==> src/rtl/csr_pkg.sv <==
package csr_pkg;

    // machine-mode CSR addresses
    localparam logic [11:0] csr_mstatus   = 12'h300;
    localparam logic [11:0] csr_misa      = 12'h301;
    localparam logic [11:0] csr_mie       = 12'h304;
    localparam logic [11:0] csr_mtvec     = 12'h305;
    localparam logic [11:0] csr_mscratch  = 12'h340;
    localparam logic [11:0] csr_mepc      = 12'h341;
    localparam logic [11:0] csr_mcause    = 12'h342;
    localparam logic [11:0] csr_mip       = 12'h344;
    localparam logic [11:0] csr_mcycle    = 12'hb00;
    localparam logic [11:0] csr_minstret  = 12'hb02;
    localparam logic [11:0] csr_mvendorid = 12'hf11;
    localparam logic [11:0] csr_marchid   = 12'hf12;
    localparam logic [11:0] csr_mimpid    = 12'hf13;
    localparam logic [11:0] csr_mhartid   = 12'hf14;

    // read-modify-write flavour, same code as funct3[1:0]
    typedef enum logic [1:0] {
        csr_op_none  = 2'd0,
        csr_op_write = 2'd1,
        csr_op_set   = 2'd2,
        csr_op_clear = 2'd3
    } csr_op_e;

    // mcause codes, interrupt flag sits at XLEN-1
    localparam int unsigned cause_ecall      = 11;
    localparam int unsigned cause_ebreak     = 3;
    localparam int unsigned cause_timer_code = 7;

    // field positions
    localparam int unsigned mstatus_mie    = 3;
    localparam int unsigned mstatus_mpie   = 7;
    localparam int unsigned mstatus_mpp_lo = 11;
    localparam int unsigned mip_mtip       = 7;

    // SYSTEM instruction encoding
    localparam logic [6:0]  opcode_system  = 7'b1110011;
    localparam logic [2:0]  funct3_priv    = 3'b000;
    localparam logic [11:0] funct12_ecall  = 12'h000;
    localparam logic [11:0] funct12_ebreak = 12'h001;
    localparam logic [11:0] funct12_mret   = 12'h302;

endpackage

==> src/rtl/csr_decode.sv <==
`timescale 1ns/100ps

module csr_decode #(
    parameter int XLEN = 64
) (
    input  logic [31:0]                             inst_i,
    output logic [$bits(csr_pkg::csr_mstatus)-1:0]  csr_index_o,
    output csr_pkg::csr_op_e                        csr_op_o,
    output logic                                    csr_src_o,
    output logic [XLEN-1:0]                         zimm_o,
    output logic                                    inst_ecall_o,
    output logic                                    inst_ebreak_o,
    output logic                                    inst_mret_o
);

    logic        is_system;
    logic [2:0]  funct3;
    logic [11:0] funct12;
    logic [4:0]  rs1_field;

    assign is_system = inst_i[6:0] == csr_pkg::opcode_system;
    assign funct3    = inst_i[14:12];
    assign funct12   = inst_i[31:20];
    assign rs1_field = inst_i[19:15];

    // uimm form uses the rs1 slot
    assign zimm_o = {{(XLEN-5){1'b0}}, rs1_field};

    always_comb begin
        csr_index_o   = '0;
        csr_op_o      = csr_pkg::csr_op_none;
        csr_src_o     = 1'b0;
        inst_ecall_o  = 1'b0;
        inst_ebreak_o = 1'b0;
        inst_mret_o   = 1'b0;

        if (is_system) begin
            if (funct3 == csr_pkg::funct3_priv) begin
                case (funct12)
                    csr_pkg::funct12_ecall: begin
                        inst_ecall_o = 1'b1;
                    end
                    csr_pkg::funct12_ebreak: begin
                        inst_ebreak_o = 1'b1;
                    end
                    csr_pkg::funct12_mret: begin
                        inst_mret_o = 1'b1;
                    end
                    default: begin
                        inst_mret_o = 1'b0;
                    end
                endcase
            end else begin
                csr_index_o = funct12;
                // funct3[2] picks the immediate source
                csr_src_o   = funct3[2];
                case (funct3[1:0])
                    2'b01: begin
                        csr_op_o = csr_pkg::csr_op_write;
                    end
                    2'b10: begin
                        csr_op_o = csr_pkg::csr_op_set;
                    end
                    2'b11: begin
                        csr_op_o = csr_pkg::csr_op_clear;
                    end
                    default: begin
                        csr_op_o = csr_pkg::csr_op_none;
                    end
                endcase
            end
        end
    end

endmodule

==> src/rtl/clint_timer.sv <==
`timescale 1ns/100ps

module clint_timer #(
    parameter int XLEN = 64
) (
    input  logic            clk,
    input  logic            rst,
    input  logic            timecmp_we_i,
    input  logic [XLEN-1:0] timecmp_wdata_i,
    output logic            mtip_o,
    output logic            timer_update_o
);

    logic [XLEN-1:0] mtime_q;
    logic [XLEN-1:0] mtimecmp_q;
    logic [XLEN-1:0] mtimecmp_nxt;
    logic            mtip_q;
    logic            update_q;

    assign mtimecmp_nxt = timecmp_we_i ? timecmp_wdata_i : mtimecmp_q;

    // free running time base
    always_ff @(posedge clk) begin
        if (rst) begin
            mtime_q <= '0;
        end else begin
            mtime_q <= mtime_q + 1'b1;
        end
    end

    // all ones keeps the timer quiet out of reset
    always_ff @(posedge clk) begin
        if (rst) begin
            mtimecmp_q <= '1;
        end else begin
            mtimecmp_q <= mtimecmp_nxt;
        end
    end

    // compared against the value being loaded, so the
    // update pulse in the next cycle already sees the new level
    always_ff @(posedge clk) begin
        if (rst) begin
            mtip_q <= 1'b0;
        end else begin
            mtip_q <= mtime_q >= mtimecmp_nxt;
        end
    end

    // one pulse after each mtimecmp write
    always_ff @(posedge clk) begin
        if (rst) begin
            update_q <= 1'b0;
        end else begin
            update_q <= timecmp_we_i;
        end
    end

    assign mtip_o         = mtip_q;
    assign timer_update_o = update_q;

endmodule

==> src/rtl/csr_regfile.sv <==
`timescale 1ns/100ps

module csr_regfile #(
    parameter int XLEN = 64
) (
    input  logic             clk,
    input  logic             rst,
    input  logic             inst_valid_i,
    input  logic             intp_en_i,
    input  logic [11:0]      csr_index_i,
    input  csr_pkg::csr_op_e csr_op_i,
    input  logic             csr_src_i,
    input  logic [XLEN-1:0]  rs1_data_i,
    input  logic [XLEN-1:0]  zimm_i,
    input  logic [XLEN-1:0]  inst_addr_i,
    input  logic             inst_ecall_i,
    input  logic             inst_ebreak_i,
    input  logic             inst_mret_i,
    input  logic             clint_mtip_i,
    input  logic             clint_update_i,
    output logic             csr_trap_o,
    output logic [XLEN-1:0]  csr_nxt_pc_o,
    output logic [XLEN-1:0]  csr_read_o
);

    localparam int mie_bit  = csr_pkg::mstatus_mie;
    localparam int mpie_bit = csr_pkg::mstatus_mpie;
    localparam int mpp_bit  = csr_pkg::mstatus_mpp_lo;
    localparam int mtip_bit = csr_pkg::mip_mtip;

    // misa for RV64I with MXL of 2
    localparam logic [XLEN-1:0] misa_val    = {2'b10, {(XLEN-28){1'b0}}, 26'h100};
    localparam logic [XLEN-1:0] marchid_val = 1;
    localparam logic [XLEN-1:0] mip_mask    = 1 << mtip_bit;
    localparam logic [XLEN-1:0] cause_timer =
        {1'b1, {(XLEN-1){1'b0}}} | XLEN'(csr_pkg::cause_timer_code);

    logic [XLEN-1:0] mstatus_q;
    logic [XLEN-1:0] mtvec_q;
    logic [XLEN-1:0] mepc_q;
    logic [XLEN-1:0] mcause_q;
    logic [XLEN-1:0] mip_q;
    logic [XLEN-1:0] mie_q;
    logic [XLEN-1:0] mscratch_q;
    logic [XLEN-1:0] mcycle_q;
    logic [XLEN-1:0] minstret_q;

    logic            inst_trap;
    logic            trap_req;
    logic            change_en;
    logic            wr_en;
    logic            trap_en;
    logic            ret_en;
    logic            sd_bit;
    logic [XLEN-1:0] mcycle_nxt;
    logic [XLEN-1:0] minstret_nxt;
    logic [XLEN-1:0] operand;
    logic [XLEN-1:0] csr_cur;
    logic [XLEN-1:0] csr_org;
    logic [XLEN-1:0] csr_nxt;

    assign inst_trap = inst_ecall_i | inst_ebreak_i;
    assign trap_req  = inst_trap | intp_en_i;
    assign change_en = inst_valid_i & ~intp_en_i;
    assign wr_en     = change_en & (csr_op_i != csr_pkg::csr_op_none);
    assign trap_en   = inst_valid_i & trap_req;
    assign ret_en    = inst_valid_i & inst_mret_i;

    assign mcycle_nxt   = mcycle_q + 1'b1;
    assign minstret_nxt = minstret_q + 1'b1;

    always_comb begin
        csr_cur = '0;
        case (csr_index_i)
            csr_pkg::csr_mstatus:   csr_cur = mstatus_q;
            csr_pkg::csr_misa:      csr_cur = misa_val;
            csr_pkg::csr_mie:       csr_cur = mie_q;
            csr_pkg::csr_mtvec:     csr_cur = mtvec_q;
            csr_pkg::csr_mscratch:  csr_cur = mscratch_q;
            csr_pkg::csr_mepc:      csr_cur = mepc_q;
            csr_pkg::csr_mcause:    csr_cur = mcause_q;
            csr_pkg::csr_mip:       csr_cur = mip_q;
            csr_pkg::csr_mcycle:    csr_cur = mcycle_q;
            csr_pkg::csr_minstret:  csr_cur = minstret_q;
            csr_pkg::csr_marchid:   csr_cur = marchid_val;
            // mimpid aliases mstatus
            csr_pkg::csr_mimpid:    csr_cur = mstatus_q;
            default:                csr_cur = '0;
        endcase
    end

    // counters modify on top of this cycle's increment
    assign csr_org = (csr_index_i == csr_pkg::csr_mcycle)   ? mcycle_nxt :
                     (csr_index_i == csr_pkg::csr_minstret) ? minstret_nxt :
                     csr_cur;

    assign operand = csr_src_i ? zimm_i : rs1_data_i;

    always_comb begin
        case (csr_op_i)
            csr_pkg::csr_op_write: csr_nxt = operand;
            csr_pkg::csr_op_set:   csr_nxt = csr_org | operand;
            csr_pkg::csr_op_clear: csr_nxt = csr_org & ~operand;
            default:               csr_nxt = csr_org;
        endcase
    end

    // SD summarizes dirty FS or XS
    assign sd_bit = (csr_nxt[16:15] == 2'b11) | (csr_nxt[14:13] == 2'b11);

    always_ff @(posedge clk) begin
        if (rst) begin
            mstatus_q <= '0;
        end else if (wr_en && csr_index_i == csr_pkg::csr_mstatus) begin
            mstatus_q <= {sd_bit, csr_nxt[XLEN-2:0]};
        end else if (trap_en) begin
            mstatus_q[mpp_bit +: 2] <= 2'b11;
            mstatus_q[mpie_bit]     <= mstatus_q[mie_bit];
            mstatus_q[mie_bit]      <= 1'b0;
        end else if (ret_en) begin
            mstatus_q[mpp_bit +: 2] <= 2'b00;
            mstatus_q[mpie_bit]     <= 1'b1;
            mstatus_q[mie_bit]      <= mstatus_q[mpie_bit];
        end
    end

    always_ff @(posedge clk) begin
        if (rst) begin
            mtvec_q    <= '0;
            mscratch_q <= '0;
            mie_q      <= '0;
        end else if (wr_en) begin
            // direct mode only
            if (csr_index_i == csr_pkg::csr_mtvec) begin
                mtvec_q <= csr_nxt & ~XLEN'(3);
            end
            if (csr_index_i == csr_pkg::csr_mscratch) begin
                mscratch_q <= csr_nxt;
            end
            if (csr_index_i == csr_pkg::csr_mie) begin
                mie_q <= csr_nxt & mip_mask;
            end
        end
    end

    always_ff @(posedge clk) begin
        if (rst) begin
            mepc_q <= '0;
        end else if (wr_en && csr_index_i == csr_pkg::csr_mepc) begin
            mepc_q <= csr_nxt;
        end else if (trap_en) begin
            mepc_q <= inst_addr_i;
        end
    end

    always_ff @(posedge clk) begin
        if (rst) begin
            mcause_q <= '0;
        end else if (wr_en && csr_index_i == csr_pkg::csr_mcause) begin
            mcause_q <= csr_nxt;
        end else if (trap_en) begin
            if (inst_ecall_i && !intp_en_i) begin
                mcause_q <= XLEN'(csr_pkg::cause_ecall);
            end else if (inst_ebreak_i && !intp_en_i) begin
                mcause_q <= XLEN'(csr_pkg::cause_ebreak);
            end else begin
                mcause_q <= cause_timer;
            end
        end
    end

    // pending bit tracks the timer level
    always_ff @(posedge clk) begin
        if (rst) begin
            mip_q <= '0;
        end else if (wr_en && csr_index_i == csr_pkg::csr_mip) begin
            mip_q <= csr_nxt & mip_mask;
        end else if (clint_mtip_i || clint_update_i) begin
            mip_q[mtip_bit] <= clint_mtip_i;
        end
    end

    always_ff @(posedge clk) begin
        if (rst) begin
            mcycle_q <= '0;
        end else if (wr_en && csr_index_i == csr_pkg::csr_mcycle) begin
            mcycle_q <= csr_nxt;
        end else begin
            mcycle_q <= mcycle_nxt;
        end
    end

    always_ff @(posedge clk) begin
        if (rst) begin
            minstret_q <= '0;
        end else if (wr_en && csr_index_i == csr_pkg::csr_minstret) begin
            minstret_q <= csr_nxt;
        end else if (change_en) begin
            minstret_q <= minstret_nxt;
        end
    end

    assign csr_trap_o   = mstatus_q[mie_bit] & mie_q[mtip_bit] & mip_q[mtip_bit];
    assign csr_nxt_pc_o = trap_en ? mtvec_q : mepc_q;
    assign csr_read_o   = csr_cur;

endmodule

==> src/rtl/csr_top.sv <==
`timescale 1ns/100ps

module csr_top #(
    parameter int XLEN = 64
) (
    input  logic            clk,
    input  logic            rst,
    input  logic            inst_valid_i,
    input  logic [31:0]     inst_i,
    input  logic [XLEN-1:0] rs1_data_i,
    input  logic [XLEN-1:0] inst_addr_i,
    input  logic            intp_en_i,
    input  logic            timecmp_we_i,
    input  logic [XLEN-1:0] timecmp_wdata_i,
    output logic            csr_trap_o,
    output logic [XLEN-1:0] csr_nxt_pc_o,
    output logic [XLEN-1:0] csr_read_o
);

    logic [11:0]      csr_index;
    csr_pkg::csr_op_e csr_op;
    logic             csr_src;
    logic [XLEN-1:0]  zimm;
    logic             inst_ecall;
    logic             inst_ebreak;
    logic             inst_mret;
    logic             mtip;
    logic             timer_update;

    csr_decode #(.XLEN(XLEN)) csr_decode_inst (
        .inst_i        (inst_i),
        .csr_index_o   (csr_index),
        .csr_op_o      (csr_op),
        .csr_src_o     (csr_src),
        .zimm_o        (zimm),
        .inst_ecall_o  (inst_ecall),
        .inst_ebreak_o (inst_ebreak),
        .inst_mret_o   (inst_mret)
    );

    clint_timer #(.XLEN(XLEN)) clint_timer_inst (
        .clk             (clk),
        .rst             (rst),
        .timecmp_we_i    (timecmp_we_i),
        .timecmp_wdata_i (timecmp_wdata_i),
        .mtip_o          (mtip),
        .timer_update_o  (timer_update)
    );

    csr_regfile #(.XLEN(XLEN)) csr_regfile_inst (
        .clk            (clk),
        .rst            (rst),
        .inst_valid_i   (inst_valid_i),
        .intp_en_i      (intp_en_i),
        .csr_index_i    (csr_index),
        .csr_op_i       (csr_op),
        .csr_src_i      (csr_src),
        .rs1_data_i     (rs1_data_i),
        .zimm_i         (zimm),
        .inst_addr_i    (inst_addr_i),
        .inst_ecall_i   (inst_ecall),
        .inst_ebreak_i  (inst_ebreak),
        .inst_mret_i    (inst_mret),
        .clint_mtip_i   (mtip),
        .clint_update_i (timer_update),
        .csr_trap_o     (csr_trap_o),
        .csr_nxt_pc_o   (csr_nxt_pc_o),
        .csr_read_o     (csr_read_o)
    );

endmodule

==> config.mk <==
export PLATFORM = sky130hd
export DESIGN_NAME = csr_top
export DESIGN_NICKNAME = d
export VERILOG_FILES = /design/src/rtl/csr_pkg.sv /design/src/rtl/csr_decode.sv /design/src/rtl/clint_timer.sv /design/src/rtl/csr_regfile.sv /design/src/rtl/csr_top.sv
export SDC_FILE = /design/constraint.sdc
export NUM_CORES = 2
export LEC_CHECK = 0
export ABC_AREA = 1
export BUFFER_PORTS_ARGS = -buffer_cell sky130_fd_sc_hd__buf_2
export CORE_MARGIN = 5
export CORE_UTILIZATION = 40
export CTS_CLUSTER_DIAMETER = 50
export DETAILED_ROUTE_END_ITERATION = 12
export PLACE_DENSITY = 0.65
export SETUP_SLACK_MARGIN = 0.5
export SLEW_MARGIN = 20
export SYNTH_ARGS = -nofsm -noshare
export SYNTH_HDL_FRONTEND = slang
export SYNTH_SLANG_ARGS = --single-unit
==> constraint.sdc <==
create_clock -name clk -period 2.9 [get_ports clk]
set_input_delay 0.58 -clock clk [delete_from_list [all_inputs] [get_ports clk]]
set_output_delay 0.58 -clock clk [all_outputs]
set_load 0.005 [all_outputs]
# [Word level (Yosys, flattened, before mapping)]
# Index checks and enable logic that the tools add are counted.
[op_classes] addsub=3 magnitude_cmp=1 eq_ne=23 mux=43 bitwise_logic=13 reduce_logical=22
[op_table] cell="64-bit 2-to-1 mux" n=14
[op_table] cell="64-bit one-hot mux with 11 select lines" n=1
[op_table] cell="64-bit by 1-bit adder with 64-bit output, second input constant" n=3
[op_table] cell="64-bit one-hot mux with 3 select lines" n=1
[op_table] cell="12-bit by 10-bit == test with 1-bit output, second input constant" n=9
[op_table] cell="64-bit AND" n=1
[op_table] cell="64-bit >= comparator" n=1
[op_table] cell="64-bit NOT" n=1
[op_table] cell="64-bit OR" n=1
[op_table] cell="12-bit == test, second input constant" n=4
[op_table] cell="12-bit 2-to-1 mux" n=2
[op_table] cell="1-bit 2-to-1 mux" n=19
[op_table] cell="12-bit by 1-bit == test with 1-bit output, second input constant" n=1
[op_table] cell="2-bit == test, second input constant" n=6
[op_table] cell="12-bit zero test" n=1
[op_table] cell="2-bit 2-to-1 mux" n=5
[op_table] cell="2-bit nonzero test" n=5
[op_table] cell="1-bit logical AND" n=8
[op_table] cell="7-bit == test, second input constant" n=1
[op_table] cell="1-bit AND" n=6
[op_table] cell="2-bit one-hot mux with 3 select lines" n=1
[op_table] cell="2-bit AND reduction" n=3
[op_table] cell="2-bit by 1-bit == test with 1-bit output, second input constant" n=2
[op_table] cell="3-bit zero test" n=1
[op_table] cell="6 further kinds" n=8
[word_totals] reg_bits=578 inputBits=229 output_inout_bits=129 elab_cells=119

# [Logic depth before layout (Yosys ltp)]
[depth] ltp_word=12 mapped_depth=21 depth_no_buf=20

# [By module]
# A second synthesis with hierarchy kept.
[unflattened] cells_unflattened=5965 area_unflattened_um2=37955.2
[modules_own_cells] mod="csr_regfile" instances=1 cells_per_inst=4835 area_each_um2=29801.1 seq_area_each_um2=8968.6
[modules_own_cells] mod="clint_timer" instances=1 cells_per_inst=997 area_each_um2=7372.1 seq_area_each_um2=2602.5
[modules_own_cells] mod="csr_decode" instances=1 cells_per_inst=133 area_each_um2=782.0 seq_area_each_um2=0.0

# [Least setup slack after synthesis]
# No wires, ideal clock.
[synth_path] kind="input port to flip-flop" from="in timecmp_we_i" to="reg clint_timer_inst.mtip_q (netlist: clint_timer_inst.mtip_o)" setup_ns=0.057 arrival_time_ns=2.922 t_required_ns=2.843 slack_ns=-0.079 cell_stages=14 n_path_buf=2 path_cell_list="clkbuf_1 > clkbuf_1 > mux2i_1 > ha_1 > nand2_1 > inv_1 > nand3_1 > nor3_1 > nor4b_1 > and3_1 > nand2_1 > nand3_1 > nand2_1 > inv_1"
[synth_via] elab_chain_cells=2
[synth_rtl] item="start, declared" line="csr_top.sv:13" rtl="input logic timecmp_we_i,"
[synth_rtl] item="64-bit 2-to-1 mux" line="clint_timer.sv:20" rtl="assign mtimecmp_nxt = timecmp_we_i ? timecmp_wdata_i : mtimecmp_q;"
[synth_rtl] item="64-bit >= comparator" line="clint_timer.sv:46" rtl="mtip_q <= mtime_q >= mtimecmp_nxt;"
[synth_rtl] item="end signal, assigned" line="clint_timer.sv:46"
[synth_rtl] item="end, declared" line="clint_timer.sv:17" rtl="logic mtip_q;"
# Every way passes these cells.
# A chain may end at the register's enable or synchronous reset.

# [Final worst setup path]
[layout_path] from="in inst_i[2]" to="out csr_read_o[22]"
[layout_via] elab_chain_cells=5 elab_cells_between_ends=16 cone_classes="eq/ne (13); mux (2); reduce/logical (1)"
[layout_rtl] item="start, declared" line="csr_top.sv:9" rtl="input logic [31:0] inst_i,"
[layout_rtl] item="7-bit == test (*)" line="csr_decode.sv:21" rtl="assign is_system = inst_i[6:0] == csr_pkg::opcode_system;"
[layout_rtl] item="12-bit 2-to-1 mux (*)" line="csr_decode.sv:37" rtl="if (is_system) begin"
[layout_rtl] item="12-bit == test or 12-bit by 10-bit == test with 1-bit output (tied branches)" line="csr_regfile.sv:74" rtl="case (csr_index_i)"
[layout_rtl] item="2-bit OR reduction (no line)"
[layout_rtl] item="64-bit one-hot mux with 11 select lines (*)" line="csr_regfile.sv:74"
[layout_rtl] item="end, declared" line="csr_top.sv:17" rtl="output logic [XLEN-1:0] csr_read_o"
# Every way passes the cells marked *; elsewhere a longest branch is shown, timed or not.

==> flow_summary.toml <==
[critical_path]
rr_worst_depth = 17
timing.critical_path.max_delay_family = "buffers and inverters"
crit_path_end_kind = "primary output"
crit_chain = "buf_8 -> nor2_4 -> nand2_2 -> nor2_4 -> buf_12 -> buf_12 -> nand2_4 -> nor2_4 -> buf_12 -> buf_6 -> nand3_1 -> o21ai_1 -> nor2_2 -> nand3_4 -> buf_6 -> buf_2"
critPathRequiredTime_ns = 2.32
regToRegSetupSlack_ns = 0.17
cp_slowest_cell = "buf_12"
worstSetupPathType = "primary input to primary output"
rr_startpoint = "csr_regfile_inst.minstret_q[35]$_SDFFE_PP0P_"
worst-endpoint-arrival_ns = 2.57
count_of_buffering_cells_on_the_critical_path_with_inverters_included = 7
terminus_of_the_critical_flop_to_flop_path = "csr_regfile_inst.mepc_q[39]$_SDFFE_PP0P_"
critPathMaxStageDelay_ns = 0.26
path_max_fanout = 26
worstSetupStartpointType = "primary input"

[grt]
grt_pass1_wl_mm = 277
grt_antenna_before_repair = 6
overflow = 0
grt_max_degree = 92
first_global_vias = 42143
grtUsageTotal_pct = 39.6

[finish]
seqCellArea_um2 = 11700
filler_cell_count = 7592
final_cell_area_um2 = 55600
final_net_count = 6944
multi_input_comb_area_um2 = 24900
growth_of_design_area_from_synthesis_to_finish_pct = 57.8
drive_above_1_share_pct = 37.1

[clock_network]
clock_tree.htree_level_count = 3
tritoncts = "built"
clock_tree.buffer_depth = 3
cts_inserted_buffers = 97
cts_num_sinks = 578
worst_skew_pair.late_latency_ns = 0.70
cts-root-buf = "clkbuf_16"
cts.hold.buffers_added = 0
clk_transition_reported_paths_ns = 0.06

[sta]
max_slew_margin_pct = 38.7
fmax_ghz = 0.318
period_share_pct = 108
worst_slew_pin_slew_ns = 0.919
pnr_worst_setup_slack_ns = -0.245
finalCriticalPeriod_ns = 3.15
setup_viol_count_final = 131
skew_ns = 0.0346
report.final.hold_viol_count = 0
timing.setup.tns_ns = -16.24
drv_slew = 0
grt_setup_unrepaired = "yes"

[detailed_routing]
antenna_left = 0
iteration_0_drc_markers = 5992
total_via_count_in_the_routed_design = 45897
drt-wirelength-per-cell_um = 25.9
dr.pass1.iters = 8
drt_drc_violations_left = 0
route.final.wire_length_mm = 204
drt-vias-per-instance = 5.82

[die]
width_of_the_chip_um = 307
start_util_pct = 40.4
die_area_um2 = 94100
design.core.area_um2 = 87200
die_height_um = 307
io_pins = 358
rows = 108

[synth]
synthArstFlopShare_pct = 0
yosysWarningCount = 0
yosysTopAreaCellShare_pct = 32.8
synthFlopType = "dfxtp_1"
syn-instance-count = 5508
syn_nets = 5804
synth_seq_cells = 578
cell_type_with_the_highest_aggregate_area_in_the_netlist = "dfxtp_1"
synthesis.area_per_instance_um2 = 6.40
synth_cell_type_count = 57
proportion_of_synthesized_chip_area_in_sequential_cells_pct = 32.8
edff_count_synth = 0
cell_types_with_the_largest_area_share_after_synthesis = "dfxtp_1, nand2_1, a21oi_1"
syn_area_um2 = 35200

[min_path]
hold_path_depth = 3
min_delay_worst_endpoint = "clint_timer_inst.mtimecmp_q[0]$_SDFF_PP1_"
worst_hold_path_type = "primary input to flop"
hold_path.startpoint = "timecmp_wdata_i[0]"

[power]
p_leak_nw = 24.3
report.power.total_mw = 22.0
power-per-cell-area_nw_per_um2 = 395
peakVddDrop_mv = 0.485

[run]
drv.max_cap_violation_count = 0

[placed_design]
port_buffers = 352
dpl.hpwl_mm = 147
gpl.final_weighted_congestion = 1.04
placed_area_um2 = 43300

[status]
violations = "negative setup slack"
run_status = "complete, but fails checks"
-- sequential cells by signal, indices dropped and copies added (netlist names) --
signal                           cells
csr_regfile_inst.mtvec_q            62
csr_regfile_inst.mepc_q             64
csr_regfile_inst.mip_q               1
csr_regfile_inst.minstret_q         64
clint_timer_inst.mtimecmp_q         64
clint_timer_inst.timer_update_o      1
clint_timer_inst.mtip_o              1
csr_regfile_inst.mcycle_q           64
csr_regfile_inst.mcause_q           64
csr_regfile_inst.mie_q               1
clint_timer_inst.mtime_q            64
csr_regfile_inst.mscratch_q         64
csr_regfile_inst.mstatus_q          64
-- final cells by class --
type | count | share of cell area, %
tap | 1155 | 2.60
multi-input combinational | 4159 | 44.8
clock inverter | 66 | 1.42
timing repair buffer | 1347 | 22.1
inverter | 464 | 3.26
antenna | 4 | 0.0180
sequential | 578 | 21.0
timing repair inverter | 1 | 0.0540
clock buffer | 115 | 4.69
-- logic make-up (layout without fill, tap and decap cells) --
family	Yosys count	count (layout)	share of synthesized area (%)
other	0	4	0
flip-flops	578	578	32.8
adder cells (fa/ha/maj)	67	67	2.38
XOR/XNOR	122	122	3.03
AND/OR/NAND/NOR	2784	2785	34.1
multiplexers	66	66	1.87
AO/OA/AOI/OAI	1119	1119	16.7
buffers and inverters	772	1993	9.04
-- worst register-to-register path, stage by stage (launching register included) --
cell     delay, ns
dfxtp_2       0.35
buf_4         0.18
nand2_2       0.10
nor2_1        0.12
buf_4         0.16
nand2_1       0.08
nor2_1        0.23
buf_4         0.16
nand3_1       0.06
buf_4         0.17
xor2_1        0.25
nand2_1       0.13
nand3_1       0.10
nand2_1       0.05
nand2_1       0.10
nand2_1       0.10
buf_12        0.16
a21oi_1       0.15
-- worst max path at each step --
stage / end / from / slack, ns / cells after the start
finish: csr_read_o[22] / inst_i[2] / -0.25 / 16
global route: csr_nxt_pc_o[45] / inst_i[6] / -0.31 / 16
CTS: csr_read_o[17] / inst_i[3] / -0.19 / 14
detailed placement: csr_regfile_inst.mtvec_q[62]$_SDFFE_PP0P_ / inst_i[3] / -0.46 / 19
global placement: csr_regfile_inst.mscratch_q[62]$_SDFFE_PP0P_ / inst_i[3] / -0.42 / 19
floorplan: csr_nxt_pc_o[61] / inst_i[3] / 0.44 / 11
-- where the power goes --
part / internal, mW / switching [mW] / leakage, nW
sequential: 8.04 / 0.0822 / 4.72
clock: 7.45 / 4.80 / 1.65
combinational: 0.648 / 0.929 / 18.0
-- synthesized netlist by cell type, types with 12 or more instances --
library cell / number
xor2_1: 111
o21ai_1: 42
buf_6: 12
o21a_1: 17
buf_1: 18
dfxtp_1: 578
inv_2: 16
nor3_1: 116
nor2_2: 16
nand3_1: 422
nand3_2: 15
inv_1: 443
buf_2: 78
nor2_1: 409
o22ai_1: 31
buf_4: 26
o21ai_0: 415
nor4_1: 26
a22oi_1: 23
or2_2: 21
mux2i_1: 66
nand4_1: 125
ha_1: 67
a31oi_1: 18
clkbuf_1: 174
nand2_1: 1558
a21oi_1: 536
nand2_2: 36
-- per-layer routing --
layer  global-route usage [%]  vias up  wire (µm)
met5                        0        -          0
met1                     49.1    21533      76000
met3                     7.93      817      20400
li1                         -    20592          -
met2                     61.1     2955      87900
met4                     29.3        0      19700
-- metrics by stage --
| step | std cells | setup slack (ns) | util [%] | hold slack [ns] |
|---|---|---|---|---|
| floorplan | 5508 | 0.444 | - | 0.424 |
| global placement | 7403 | -0.415 | 49.6 | 0.434 |
| detailed placement | 7403 | -0.457 | 49.6 | 0.441 |
| CTS | 7752 | -0.187 | 58.6 | 0.114 |
| global route | 7888 | -0.307 | 63.8 | 0.130 |
| finish | 7889 | -0.245 | 63.8 | 0.138 |
-- what timing repair did --
| action | in CTS | in global routing |
|---|---|---|
| buffers inserted | 140 | 122 |
| gates cloned | 28 | 11 |
| gates resized for setup | 719 | 827 |
| endpoints found under the setup margin | 534 | 610 |
| endpoints found under the hold margin | 0 | 0 |
| pin swaps | 106 | 237 |
-- cells in the final DEF (no fill, tap or decap), drive strengths merged, types with 8 or more instances in the layout --
cell / synthesis / layout
nand3: 437 / 437
a22oi: 23 / 23
o22ai: 31 / 31
a31oi: 18 / 18
clkbuf: 174 / 124
buf: 134 / 1337
nand2: 1598 / 1599
mux2i: 66 / 66
inv: 459 / 482
bufinv: 0 / 10
a21oi: 541 / 541
clkinvlp: 0 / 9
clkinv: 5 / 30
o21a: 17 / 17
o21ai: 460 / 460
dfxtp: 578 / 578
or2: 23 / 23
ha: 67 / 67
nand4: 126 / 126
nor4: 28 / 28
xor2: 111 / 111
nor3: 117 / 117
xnor2: 11 / 11
o211ai: 8 / 8
nor2: 434 / 434
Note: power is estimated with default switching activity, not from simulation.
